File: src/verilog/hit_monitor_pkg.sv
`default_nettype none

package hit_monitor_pkg;

	// front-end channel counts
	localparam int HIT_CHANNELS   = 8;
	localparam int BUSY_CHANNELS  = 2;

	// nominal pulse widths in clocks, a pulse of nominal or nominal+1 is good
	localparam int HIT_WIDTH_NOM  = 4;
	localparam int BUSY_WIDTH_NOM = 4;

	typedef logic [$clog2(HIT_CHANNELS)-1:0]  hit_sel_t;   // hit line index
	typedef logic [$clog2(BUSY_CHANNELS)-1:0] busy_sel_t;  // busy line index

	typedef logic [31:0] hit_cnt_t;    // hit event count
	typedef logic [15:0] busy_cnt_t;   // busy event count
	typedef logic [7:0]  err_cnt_t;    // saturating width error count
	typedef logic [15:0] trg_id_t;     // effective trigger count
	typedef logic [2:0]  width_cnt_t;  // running high-cycle count in the checker

endpackage

`default_nettype wire

File: src/verilog/edge_select.sv
`timescale 1ns/1ns
`default_nettype none

module edge_select (
	input  logic                                      clk_in,
	input  logic                                      rst_in_N,
	input  logic [hit_monitor_pkg::HIT_CHANNELS-1:0]  hit_syn,       // synchronized hit lines
	input  logic [hit_monitor_pkg::BUSY_CHANNELS-1:0] busy_syn,      // synchronized busy lines
	input  logic                                      update_end,    // readout done level
	input  hit_monitor_pkg::hit_sel_t                 hit_fix_sel,   // static hit choice
	input  hit_monitor_pkg::busy_sel_t                busy_fix_sel,  // static busy choice
	output hit_monitor_pkg::hit_sel_t                 hit_sel,       // rotating hit choice
	output logic                                      fix_level,
	output logic                                      fix_rise,
	output logic                                      rot_level,
	output logic                                      rot_rise,
	output logic                                      busy_level,
	output logic                                      busy_rise
);

	import hit_monitor_pkg::*;

	logic [HIT_CHANNELS-1:0]  hit_d;         // previous sample of hit lines
	logic [BUSY_CHANNELS-1:0] busy_d;        // previous sample of busy lines
	logic                     update_end_d;  // previous sample of update_end
	logic [HIT_CHANNELS-1:0]  hit_rise_all;  // rise on every hit line
	logic [BUSY_CHANNELS-1:0] busy_rise_all; // rise on every busy line
	logic                     update_rise;   // leading edge of update_end

	always_ff @(posedge clk_in or negedge rst_in_N) begin
		if (!rst_in_N) begin
			hit_d        <= '0;
			busy_d       <= '0;
			update_end_d <= 1'b0;
		end else begin
			hit_d        <= hit_syn;
			busy_d       <= busy_syn;
			update_end_d <= update_end;
		end
	end

	assign hit_rise_all  = hit_syn & ~hit_d;        // high now, low last cycle
	assign busy_rise_all = busy_syn & ~busy_d;
	assign update_rise   = update_end & ~update_end_d;

	// next line is picked once the host has read the current counts
	always_ff @(posedge clk_in or negedge rst_in_N) begin
		if (!rst_in_N) begin
			hit_sel <= '0;
		end else if (update_rise) begin
			hit_sel <= hit_sel + 1'b1;  // wraps 7 to 0
		end
	end

	assign fix_level  = hit_syn[hit_fix_sel];
	assign fix_rise   = hit_rise_all[hit_fix_sel];
	assign rot_level  = hit_syn[hit_sel];
	assign rot_rise   = hit_rise_all[hit_sel];
	assign busy_level = busy_syn[busy_fix_sel];
	assign busy_rise  = busy_rise_all[busy_fix_sel];

	// selector moves only right after a readout edge
	a_sel_moves_on_update: assert property (
		@(posedge clk_in) disable iff (!rst_in_N)
		!$stable(hit_sel) |-> $past(update_rise)
	);

endmodule

`default_nettype wire

File: src/verilog/pulse_width_check.sv
`timescale 1ns/1ns
`default_nettype none

module pulse_width_check #(
	parameter int NOMINAL = hit_monitor_pkg::HIT_WIDTH_NOM  // nominal width in clocks
) (
	input  logic clk_in,
	input  logic rst_in_N,
	input  logic level,       // monitored line
	input  logic rise,        // leading edge of the monitored line
	input  logic update_end,  // pulses overlapping readout are dropped
	output logic err_flag     // one clock per bad pulse
);

	import hit_monitor_pkg::*;

	logic       in_check;   // 0 idle, 1 measuring a pulse
	width_cnt_t width_cnt;  // high cycles seen since the rise cycle
	logic       too_short;  // fewer than nominal high cycles so far
	logic       over_max;   // more than nominal+1 high cycles

	// width_cnt+1 is the number of high cycles before the current one
	assign too_short = (width_cnt < width_cnt_t'(NOMINAL - 1));
	assign over_max  = (width_cnt > width_cnt_t'(NOMINAL));

	always_ff @(posedge clk_in or negedge rst_in_N) begin
		if (!rst_in_N) begin
			in_check  <= 1'b0;
			width_cnt <= '0;
			err_flag  <= 1'b0;
		end else if (!in_check) begin
			err_flag  <= 1'b0;                   // flag lasts a single clock
			width_cnt <= '0;
			in_check  <= rise && !update_end;    // start on a clean rise
		end else begin
			if (level) begin
				width_cnt <= width_cnt + 1'b1;
			end
			if (update_end) begin
				in_check <= 1'b0;                // abandon, no verdict
			end else if (!level) begin
				in_check <= 1'b0;                // pulse ended, judge its width
				err_flag <= too_short || over_max;
			end else if (over_max) begin
				in_check <= 1'b0;                // seventh high cycle, too long
				err_flag <= 1'b1;
			end
		end
	end

	// each verdict leaves check, so the flag cannot repeat
	a_err_one_cycle: assert property (
		@(posedge clk_in) disable iff (!rst_in_N)
		err_flag |=> !err_flag
	);

endmodule

`default_nettype wire

File: src/verilog/monitor_tally.sv
`timescale 1ns/1ns
`default_nettype none

module monitor_tally (
	input  logic                       clk_in,
	input  logic                       rst_in_N,
	input  logic                       update_end,    // clears all counts while high
	input  logic                       fix_rise,      // rise on the fixed hit line
	input  logic                       rot_rise,      // rise on the rotating hit line
	input  logic                       busy_rise,     // rise on the fixed busy line
	input  logic                       fix_err,       // width error on fixed hit line
	input  logic                       rot_err,       // width error on rotating hit line
	input  logic                       busy_err,      // width error on busy line
	output hit_monitor_pkg::hit_cnt_t  hit_cnt_fix,
	output hit_monitor_pkg::hit_cnt_t  hit_cnt_rot,
	output hit_monitor_pkg::busy_cnt_t busy_cnt,
	output hit_monitor_pkg::err_cnt_t  hit_err_cnt,
	output hit_monitor_pkg::err_cnt_t  busy_err_cnt
);

	import hit_monitor_pkg::*;

	logic hit_err_any;   // either hit checker flagged this cycle
	logic hit_err_full;  // hit error count at its ceiling
	logic busy_err_full; // busy error count at its ceiling

	assign hit_err_any   = fix_err || rot_err;  // coinciding flags count once
	assign hit_err_full  = (hit_err_cnt == '1);
	assign busy_err_full = (busy_err_cnt == '1);

	// event counters wrap
	always_ff @(posedge clk_in or negedge rst_in_N) begin
		if (!rst_in_N) begin
			hit_cnt_fix <= '0;
			hit_cnt_rot <= '0;
			busy_cnt    <= '0;
		end else if (update_end) begin
			hit_cnt_fix <= '0;                     // events during readout are lost
			hit_cnt_rot <= '0;
			busy_cnt    <= '0;
		end else begin
			if (fix_rise) begin
				hit_cnt_fix <= hit_cnt_fix + 1'b1;
			end
			if (rot_rise) begin
				hit_cnt_rot <= hit_cnt_rot + 1'b1;
			end
			if (busy_rise) begin
				busy_cnt <= busy_cnt + 1'b1;
			end
		end
	end

	// error counters stop at 255
	always_ff @(posedge clk_in or negedge rst_in_N) begin
		if (!rst_in_N) begin
			hit_err_cnt  <= '0;
			busy_err_cnt <= '0;
		end else if (update_end) begin
			hit_err_cnt  <= '0;
			busy_err_cnt <= '0;
		end else begin
			if (hit_err_any && !hit_err_full) begin
				hit_err_cnt <= hit_err_cnt + 1'b1;
			end
			if (busy_err && !busy_err_full) begin
				busy_err_cnt <= busy_err_cnt + 1'b1;
			end
		end
	end

endmodule

`default_nettype wire

File: src/verilog/trigger_id_tmr.sv
`timescale 1ns/1ns
`default_nettype none

module trigger_id_tmr (
	input  logic                     clk_in,
	input  logic                     rst_in_N,
	input  logic                     eff_trg,  // one-cycle effective trigger strobe
	output hit_monitor_pkg::trg_id_t trg_id    // voted count, used as trigger id
);

	import hit_monitor_pkg::*;

	trg_id_t cnt_a;     // redundant copy a
	trg_id_t cnt_b;     // redundant copy b
	trg_id_t cnt_c;     // redundant copy c
	trg_id_t cnt_vote;  // bitwise 2 of 3 majority
	logic    mismatch;  // some copy disagrees

	assign cnt_vote = (cnt_a & cnt_b) | (cnt_a & cnt_c) | (cnt_b & cnt_c);
	assign mismatch = (cnt_a != cnt_b) || (cnt_a != cnt_c);

	// starts at all ones so the first trigger gets id 0
	always_ff @(posedge clk_in or negedge rst_in_N) begin
		if (!rst_in_N) begin
			cnt_a <= '1;
			cnt_b <= '1;
			cnt_c <= '1;
		end else if (eff_trg) begin
			cnt_a <= cnt_a + 1'b1;
			cnt_b <= cnt_b + 1'b1;
			cnt_c <= cnt_c + 1'b1;
		end else if (mismatch) begin
			cnt_a <= cnt_vote;  // scrub an upset copy
			cnt_b <= cnt_vote;
			cnt_c <= cnt_vote;
		end
	end

	always_ff @(posedge clk_in or negedge rst_in_N) begin
		if (!rst_in_N) begin
			trg_id <= '1;
		end else begin
			trg_id <= cnt_vote;  // output stage keeps the voter off the bus path
		end
	end

	// any quiet cycle repairs the copies
	a_copies_agree: assert property (
		@(posedge clk_in) disable iff (!rst_in_N)
		!eff_trg |=> (cnt_a == cnt_b) && (cnt_b == cnt_c)
	);

endmodule

`default_nettype wire

File: src/verilog/hit_trg_monitor.sv
`timescale 1ns/1ns
`default_nettype none

module hit_trg_monitor (
	input  logic                                      clk_in,
	input  logic                                      rst_in_N,
	input  logic [hit_monitor_pkg::HIT_CHANNELS-1:0]  hit_syn,
	input  logic [hit_monitor_pkg::BUSY_CHANNELS-1:0] busy_syn,
	input  logic                                      update_end,
	input  logic                                      eff_trg,
	input  hit_monitor_pkg::hit_sel_t                 hit_fix_sel,
	input  hit_monitor_pkg::busy_sel_t                busy_fix_sel,
	output hit_monitor_pkg::hit_sel_t                 hit_sel,
	output hit_monitor_pkg::hit_cnt_t                 hit_cnt_fix,
	output hit_monitor_pkg::hit_cnt_t                 hit_cnt_rot,
	output hit_monitor_pkg::busy_cnt_t                busy_cnt,
	output hit_monitor_pkg::err_cnt_t                 hit_err_cnt,
	output hit_monitor_pkg::err_cnt_t                 busy_err_cnt,
	output hit_monitor_pkg::trg_id_t                  trg_id
);

	import hit_monitor_pkg::*;

	logic fix_level, fix_rise;    // fixed hit line
	logic rot_level, rot_rise;    // rotating hit line
	logic busy_level, busy_rise;  // fixed busy line
	logic fix_err, rot_err, busy_err;

	edge_select edge_sel (
		.clk_in, .rst_in_N, .hit_syn, .busy_syn, .update_end,
		.hit_fix_sel, .busy_fix_sel, .hit_sel,
		.fix_level, .fix_rise, .rot_level, .rot_rise, .busy_level, .busy_rise
	);

	pulse_width_check #(.NOMINAL(HIT_WIDTH_NOM)) fix_chk (
		.clk_in, .rst_in_N, .level(fix_level), .rise(fix_rise),
		.update_end, .err_flag(fix_err)
	);

	pulse_width_check #(.NOMINAL(HIT_WIDTH_NOM)) rot_chk (
		.clk_in, .rst_in_N, .level(rot_level), .rise(rot_rise),
		.update_end, .err_flag(rot_err)
	);

	pulse_width_check #(.NOMINAL(BUSY_WIDTH_NOM)) busy_chk (
		.clk_in, .rst_in_N, .level(busy_level), .rise(busy_rise),
		.update_end, .err_flag(busy_err)
	);

	monitor_tally tally (
		.clk_in, .rst_in_N, .update_end,
		.fix_rise, .rot_rise, .busy_rise, .fix_err, .rot_err, .busy_err,
		.hit_cnt_fix, .hit_cnt_rot, .busy_cnt, .hit_err_cnt, .busy_err_cnt
	);

	trigger_id_tmr trg_tmr (
		.clk_in, .rst_in_N, .eff_trg, .trg_id
	);

endmodule

`default_nettype wire

File: config.mk
export PLATFORM = sky130hd
export DESIGN_NAME = hit_trg_monitor
export DESIGN_NICKNAME = d
export VERILOG_FILES = /design/src/verilog/hit_monitor_pkg.sv /design/src/verilog/edge_select.sv /design/src/verilog/pulse_width_check.sv /design/src/verilog/monitor_tally.sv /design/src/verilog/trigger_id_tmr.sv /design/src/verilog/hit_trg_monitor.sv
export SDC_FILE = /design/constraint.sdc
export NUM_CORES = 1
export LEC_CHECK = 0
export ABC_AREA = 1
export BUFFER_PORTS_ARGS = -buffer_cell sky130_fd_sc_hd__buf_2
export CORE_UTILIZATION = 45
export CTS_CLUSTER_DIAMETER = 40
export DETAILED_ROUTE_END_ITERATION = 8
export HOLD_SLACK_MARGIN = 0.12
export PLACE_DENSITY_LB_ADDON = 0.05
export REMOVE_ABC_BUFFERS = 1
export SLEW_MARGIN = 0
export SYNTH_ARGS = -nofsm -noshare
export SYNTH_HDL_FRONTEND = slang
export SYNTH_SLANG_ARGS = --single-unit
File: constraint.sdc
create_clock -name clk_in -period 2.5 [get_ports clk_in]
set_input_delay 0.125 -clock clk_in [delete_from_list [all_inputs] [get_ports clk_in]]
set_output_delay 0.125 -clock clk_in [all_outputs]
set_load 0.01 [all_outputs]
==> results.py, run 1 <==
metrics = {
    "clock_network": {
        "h-tree-depth": 4,
        "cts_buffers": 17,
        "cts.root.buffer_cell": "clkbuf_16",
        "cts_tree": "done",
        "cts_resized": 0,
        "postCtsSetupBuffers": 0,
        "clockBufferDepth": 2,
        "clock_sinks": 189,
        "insertion_delay_ps": 440,
        "cts.clk_slew.worst_paths_ps": 80,
    },
    "drt": {
        "dr.first_iter.drc_count": 705,
        "detail-route-antenna-nets": 0,
        "drc": 0,
        "routedWlPerCell_um": 14.8,
        "vias": 11500,
        "via_per_inst": 5.20,
        "routed_wl_um": 32700,
        "drtPass1Iterations": 5,
    },
    "setup_path": {
        "endpoint": "trg_tmr.cnt_a[9]",
        "required_ps": 2850,
        "r2r-end": "trg_tmr.cnt_a[9]",
        "crit_start": "trg_tmr.cnt_a[12]",
        "rrSetupSlack_ps": 250,
        "rr_worst_depth": 8,
        "critPathMaxFanout": 62,
        "cp_data_arrival_time_ps": 2600,
        "start_kind": "flip-flop",
        "path_class": "flip-flop to flip-flop",
        "end_kind": "flip-flop",
        "r2r_start": "trg_tmr.cnt_a[12]",
    },
    "power": {
        "p_int_mw": 5.36,
        "irDropWorstVdd_mv": 0.540,
        "pwr-share-seq": 0.452,
        "p_switching_mw": 2.72,
        "clock_power_share": 0.338,
        "p_sw_frac": 0.337,
        "leakage_nw": 6.48,
        "p_per_area_nw_per_um2": 591,
        "combPwrFrac": 0.210,
    },
    "cells_and_area": {
        "area_growth_pct": 14.0,
        "multi_input_area_sq_um": 6230,
        "post-route-util": 0.524,
        "drive_above_1_share": 0.154,
        "nNetsFinal": 1926,
        "fin_area_sq_um": 13700,
        "regArea_sq_um": 4810,
        "fillers": 2636,
        "n_antenna_cell": 0,
    },
    "status": {
        "status": "complete, no violations",
    },
    "yosys": {
        "synth_most_common_cell": "nand2_1",
        "yosys_register_bits": 189,
        "yosysTopAreaCell": "dfrtp_1",
        "ys_types": 38,
        "yosys_warnings": 0,
        "synthTopCellsByArea": "dfrtp_1, nand2_1, dfstp_2",
        "synth_edf_count": 0,
        "async_reset_ff_frac": 1.00,
        "ys.flop_type": "dfrtp_1",
        "synth_area_sq_um": 12000,
        "synthTopCellsByCount": "nand2_1, nor2_1, nand3_1, inv_1, dfrtp_1",
        "synth.top_cell.area_share": 0.261,
        "syn_area_per_cell_sq_um": 6.97,
        "seq_area_frac_synth": 0.401,
        "synth_cells": 1721,
    },
    "timing": {
        "rsz0062_at_grt": "no",
        "clock.fmax_mhz": 444,
        "skew_ps": 18.2,
        "slew_headroom": 0.346,
        "finalCritPeriodShare": 0.902,
        "holdWs_ps": 145,
        "tightest_slew_ps": 980,
        "min_period_ps": 2250,
        "finalWorstSetupSlack_ps": 246,
        "setup-violations-final": 0,
        "slew_viol_final": 0,
        "hold_violations": 0,
        "tns_ps": 0,
    },
    "die": {
        "die_w_um": 165,
        "dieHeight_um": 165,
        "core_sq_um": 26100,
        "start_util": 0.460,
        "dieArea_sq_um": 27300,
        "row_count": 59,
        "pin_count": 133,
    },
    "placed_design": {
        "hpwlAfterDp_um": 23700,
        "post-place-ws_ps": 313,
        "gp_congestion": 0.903,
        "post_dp_cell_area_sq_um": 13000,
        "numPortBuffers": 132,
    },
    "grt": {
        "track_usage": 0.246,
        "antenna_found_initial": 0,
        "grt_pass1_wl_um": 52900,
        "grt_start_max_net_pins": 84,
        "grt_util_met2": 0.397,
        "use_met3": 0.0337,
        "grt_pass1_vias": 10300,
        "use_met1": 0.346,
        "grt-ovfl-total": 0,
        "top_usage_layer": "met2",
    },
    "run": {
        "cap_violations": 0,
    },
    "worst_hold_path": {
        "hp-class": "input port to flip-flop",
    },
}
==> worst min-delay path by stage <==
| stage | start | end | slack (ps) | cells past startpoint |
|---|---|---|---|---|
| 3_5_place_dp | rst_in_N | edge_sel.hit_d[5] | 220 | 1 |
| 2_1_floorplan | rst_in_N | busy_chk.err_flag | -170 | 0 |
| 4_1_cts | eff_trg | trg_tmr.cnt_b[1] | 130 | 3 |
| 3_3_place_gp | rst_in_N | edge_sel.hit_d[5] | 220 | 1 |
| 6_report | eff_trg | trg_tmr.cnt_b[1] | 140 | 3 |
| 5_1_grt | eff_trg | trg_tmr.cnt_c[1] | 160 | 3 |
==> sequential cells by signal, indices dropped and copies added (netlist names), 3 cells and up <==
name                cells
trg_tmr.cnt_c          16
edge_sel.hit_d          8
edge_sel.hit_sel        3
trg_tmr.cnt_b          16
tally.hit_err_cnt       8
rot_chk.width_cnt       3
trg_tmr.trg_id         16
tally.hit_cnt_fix      32
tally.busy_err_cnt      8
fix_chk.width_cnt       3
tally.hit_cnt_rot      32
busy_chk.width_cnt      3
tally.busy_cnt         16
trg_tmr.cnt_a          16
==> layout make-up <==
type	count	share of cell area
clock buffers	17	0.0311
clock inverters	15	0.0111
inverters	177	0.0492
multi-input cells	1316	0.456
flip-flops and latches	189	0.352
well taps	335	0.0307
repair buffers	160	0.0702
==> worst max-delay path, stage by stage (launching register included) <==
cell,delay (ps)
dfstp_2,590
ha_1,250
nor3_1,360
nand4_1,310
nor2_4,190
inv_2,60
buf_12,200
nand2_1,120
o21ai_2,60
==> per-stage QoR <==
| stage | total power, mW | cells |
|---|---|---|
| detailed placement | 5.41 | 2165 |
| CTS | 8.19 | 2209 |
| global placement | 5.38 | 2165 |
| floorplan | 4.73 | 1682 |
| global route | 8.57 | 2209 |
| finish | 8.08 | 2209 |
==> cell families (layout without fill, tap and decap cells) <==
group	after synthesis	in the layout	share of synthesized area
DFF	189	189	0.401
adders and majority gates	47	47	0.0491
buffers and inverters	216	369	0.0792
and+or+nand+nor	1042	1042	0.360
xor gates and xnor gates	19	19	0.0139
AOI/OAI and AO/OA	208	208	0.0970
==> per-layer routing <==
metal  vias up  routed length, um
met5         -                  0
met1      5363              16000
met3        26               1210
met4         0                408
met2       249              15100
li1       5838                  -
==> timing repair <==
action                     CTS  global route
setup endpoints to repair    0             0
hold endpoints to repair    54             0
hold buffers                12             0
==> placed cells by master (no fill, tap or decap), types with 47 or more instances in the layout <==
master   count
a21oi_1     52
buf_2      131
dfrtp_1    125
dfstp_2     64
ha_1        47
inv_1      170
nand2_1    558
nand3_1    191
nor2_1     232
o21ai_0    106
==> power groups by stage <==
stage | Sequential (mW) | Clock (mW) | Combinational, mW
finish | 3.65 | 2.73 | 1.69
floorplan | 3.68 | 0 | 1.05
detailed placement | 3.71 | 0 | 1.70
CTS | 3.65 | 2.82 | 1.72
global route | 3.70 | 2.93 | 1.94
global placement | 3.71 | 0 | 1.68
Note: power is estimated with default switching activity, not from simulation.
==> inputs of run 2 (changes only) <==
clock period = 2.71 ns   (was 2.5 ns; I/O delays follow)
==> results.py, run 2 (synthesis results as in run 1) <==
metrics = {
    "grt": {
        "antenna_found_initial": 0,
        "grt_start_max_net_pins": 74,
        "grt_util_met2": 0.397,
        "use_met1": 0.341,
        "top_usage_layer": "met2",
        "grt-ovfl-total": 0,
        "use_met3": 0.0337,
        "grt_pass1_wl_um": 52700,
        "grt_pass1_vias": 10400,
        "track_usage": 0.244,
    },
    "timing": {
        "clock.fmax_mhz": 431,
        "rsz0062_at_grt": "no",
        "tightest_slew_ps": 989,
        "min_period_ps": 2320,
        "tns_ps": 0,
        "slew_viol_final": 0,
        "hold_violations": 0,
        "skew_ps": 16.3,
        "finalCritPeriodShare": 0.857,
        "slew_headroom": 0.340,
        "setup-violations-final": 0,
    },
    "power": {
        "fin_total_pwr_mw": 7.40,
        "irDropWorstVdd_mv": 0.457,
        "leakage_nw": 6.46,
        "p_per_area_nw_per_um2": 543,
    },
    "clock_network": {
        "cts.root.buffer_cell": "clkbuf_16",
        "cts_tree": "done",
        "cts_resized": 0,
        "cts_buffers": 17,
        "clock_sinks": 189,
        "cts.clk_slew.worst_paths_ps": 80,
        "clockBufferDepth": 2,
        "h-tree-depth": 4,
        "insertion_delay_ps": 440,
    },
    "setup_path": {
        "end_kind": "flip-flop",
        "required_ps": 3070,
        "rr_worst_depth": 8,
        "start_kind": "flip-flop",
        "path_class": "flip-flop to flip-flop",
        "critPathMaxFanout": 39,
        "cp_data_arrival_time_ps": 2680,
    },
    "drt": {
        "routedWlPerCell_um": 14.7,
        "routed_wl_um": 32500,
        "vias": 11300,
        "drc": 0,
        "detail-route-antenna-nets": 0,
        "via_per_inst": 5.14,
        "drtPass1Iterations": 5,
        "dr.first_iter.drc_count": 811,
    },
    "die": {
        "row_count": 59,
        "pin_count": 133,
        "dieHeight_um": 165,
        "die_w_um": 165,
        "core_sq_um": 26100,
        "start_util": 0.460,
        "dieArea_sq_um": 27300,
    },
    "cells_and_area": {
        "nNetsFinal": 1921,
        "area_growth_pct": 13.6,
        "biggestRegsByFlops": "tally.hit_cnt_fix: 32 flops, tally.hit_cnt_rot: 32 flops",
        "n_antenna_cell": 0,
        "drive_above_1_share": 0.151,
        "final_cell_mix": "nand2_1, nor2_1, nand3_1",
        "fin_area_sq_um": 13600,
        "layout_commonest_cell": "nand2_1",
    },
    "placed_design": {
        "hpwlAfterDp_um": 23900,
        "post_dp_cell_area_sq_um": 12900,
        "numPortBuffers": 132,
        "gp_congestion": 0.887,
    },
    "run": {
        "cap_violations": 0,
    },
    "worst_hold_path": {
        "holdPathStages": 3,
        "hp-class": "input port to flip-flop",
    },
    "status": {
        "status": "complete, no violations",
    },
}
==> run 2: changes by cell type in the layout (fill, tap and decap cells not counted) <==
cell | before | now
clkinv_4 | 0 | 1
bufinv_16 | 1 | 0
inv_6 | 7 | 6
clkinvlp_4 | 3 | 2
inv_8 | 1 | 2
buf_4 | 12 | 7
clkbuf_8 | 1 | 2
==> run 2: what timing repair did <==
action / CTS / global route
hold buffers: 12 / 0
setup buffers: 0 / 0
endpoints found under the hold margin: 52 / 0
==> run 2: worst max-delay path: stages (launching register included) <==
cell and delay (ps):
dfstp_2 590, ha_1 240, nor3_1 280, nand4_1 290
nor2_4 170, inv_2 220, buf_12 260, nand2_1 110
o21ai_2 50
==> run 2: final timing paths <==
path	start	end	slack (ps)
setup / recovery	trg_tmr.cnt_a[12]	trg_tmr.cnt_b[8]	390
hold / removal	eff_trg	trg_tmr.cnt_b[1]	140
setup reg to reg	trg_tmr.cnt_a[12]	trg_tmr.cnt_b[8]	390
hold reg to reg	fix_chk.err_flag	fix_chk.err_flag	480
max in group asynchronous	rst_in_N	tally.hit_cnt_fix[5]	1520
min in group asynchronous	rst_in_N	edge_sel.hit_d[5]	250
==> run 2: cell type report <==
| class | instances | area, sq um |
|---|---|---|
| flip-flops and latches | 189 | 4810 |
| fillers | 2592 | 12400 |
| well taps | 335 | 419 |
| clock buffers | 18 | 439 |
| inverters | 177 | 672 |
| repair buffers | 155 | 922 |
| multi-input cells | 1316 | 6230 |
| clock inverters | 14 | 125 |
==> run 2: where the power goes <==
group,switching [mW],total [mW],leakage [nW],internal (mW)
Clock,1.26,2.50,0.275,1.24
Sequential,0.271,3.38,2.37,3.11
Combinational,1.03,1.53,3.82,0.501
==> run 2: per-stage QoR <==
step / hold slack (ps) / worst slack [ps] / util / std cells
after detailed placement: 194 / 451 / 0.496 / 2160
after floorplan: -160 / 235 / - / 1682
after global routing: 170 / 245 / 0.522 / 2204
after global placement: 196 / 481 / 0.496 / 2160
after CTS: 129 / 425 / 0.522 / 2204
final: 142 / 388 / 0.522 / 2204
==> run 2: metal layers <==
layer | vias up | part of all wire
li1 | 5822 | -
met1 | 5208 | 0.49
met2 | 266 | 0.45
met3 | 31 | 0.046
met4 | 0 | 0.015
met5 | - | 0
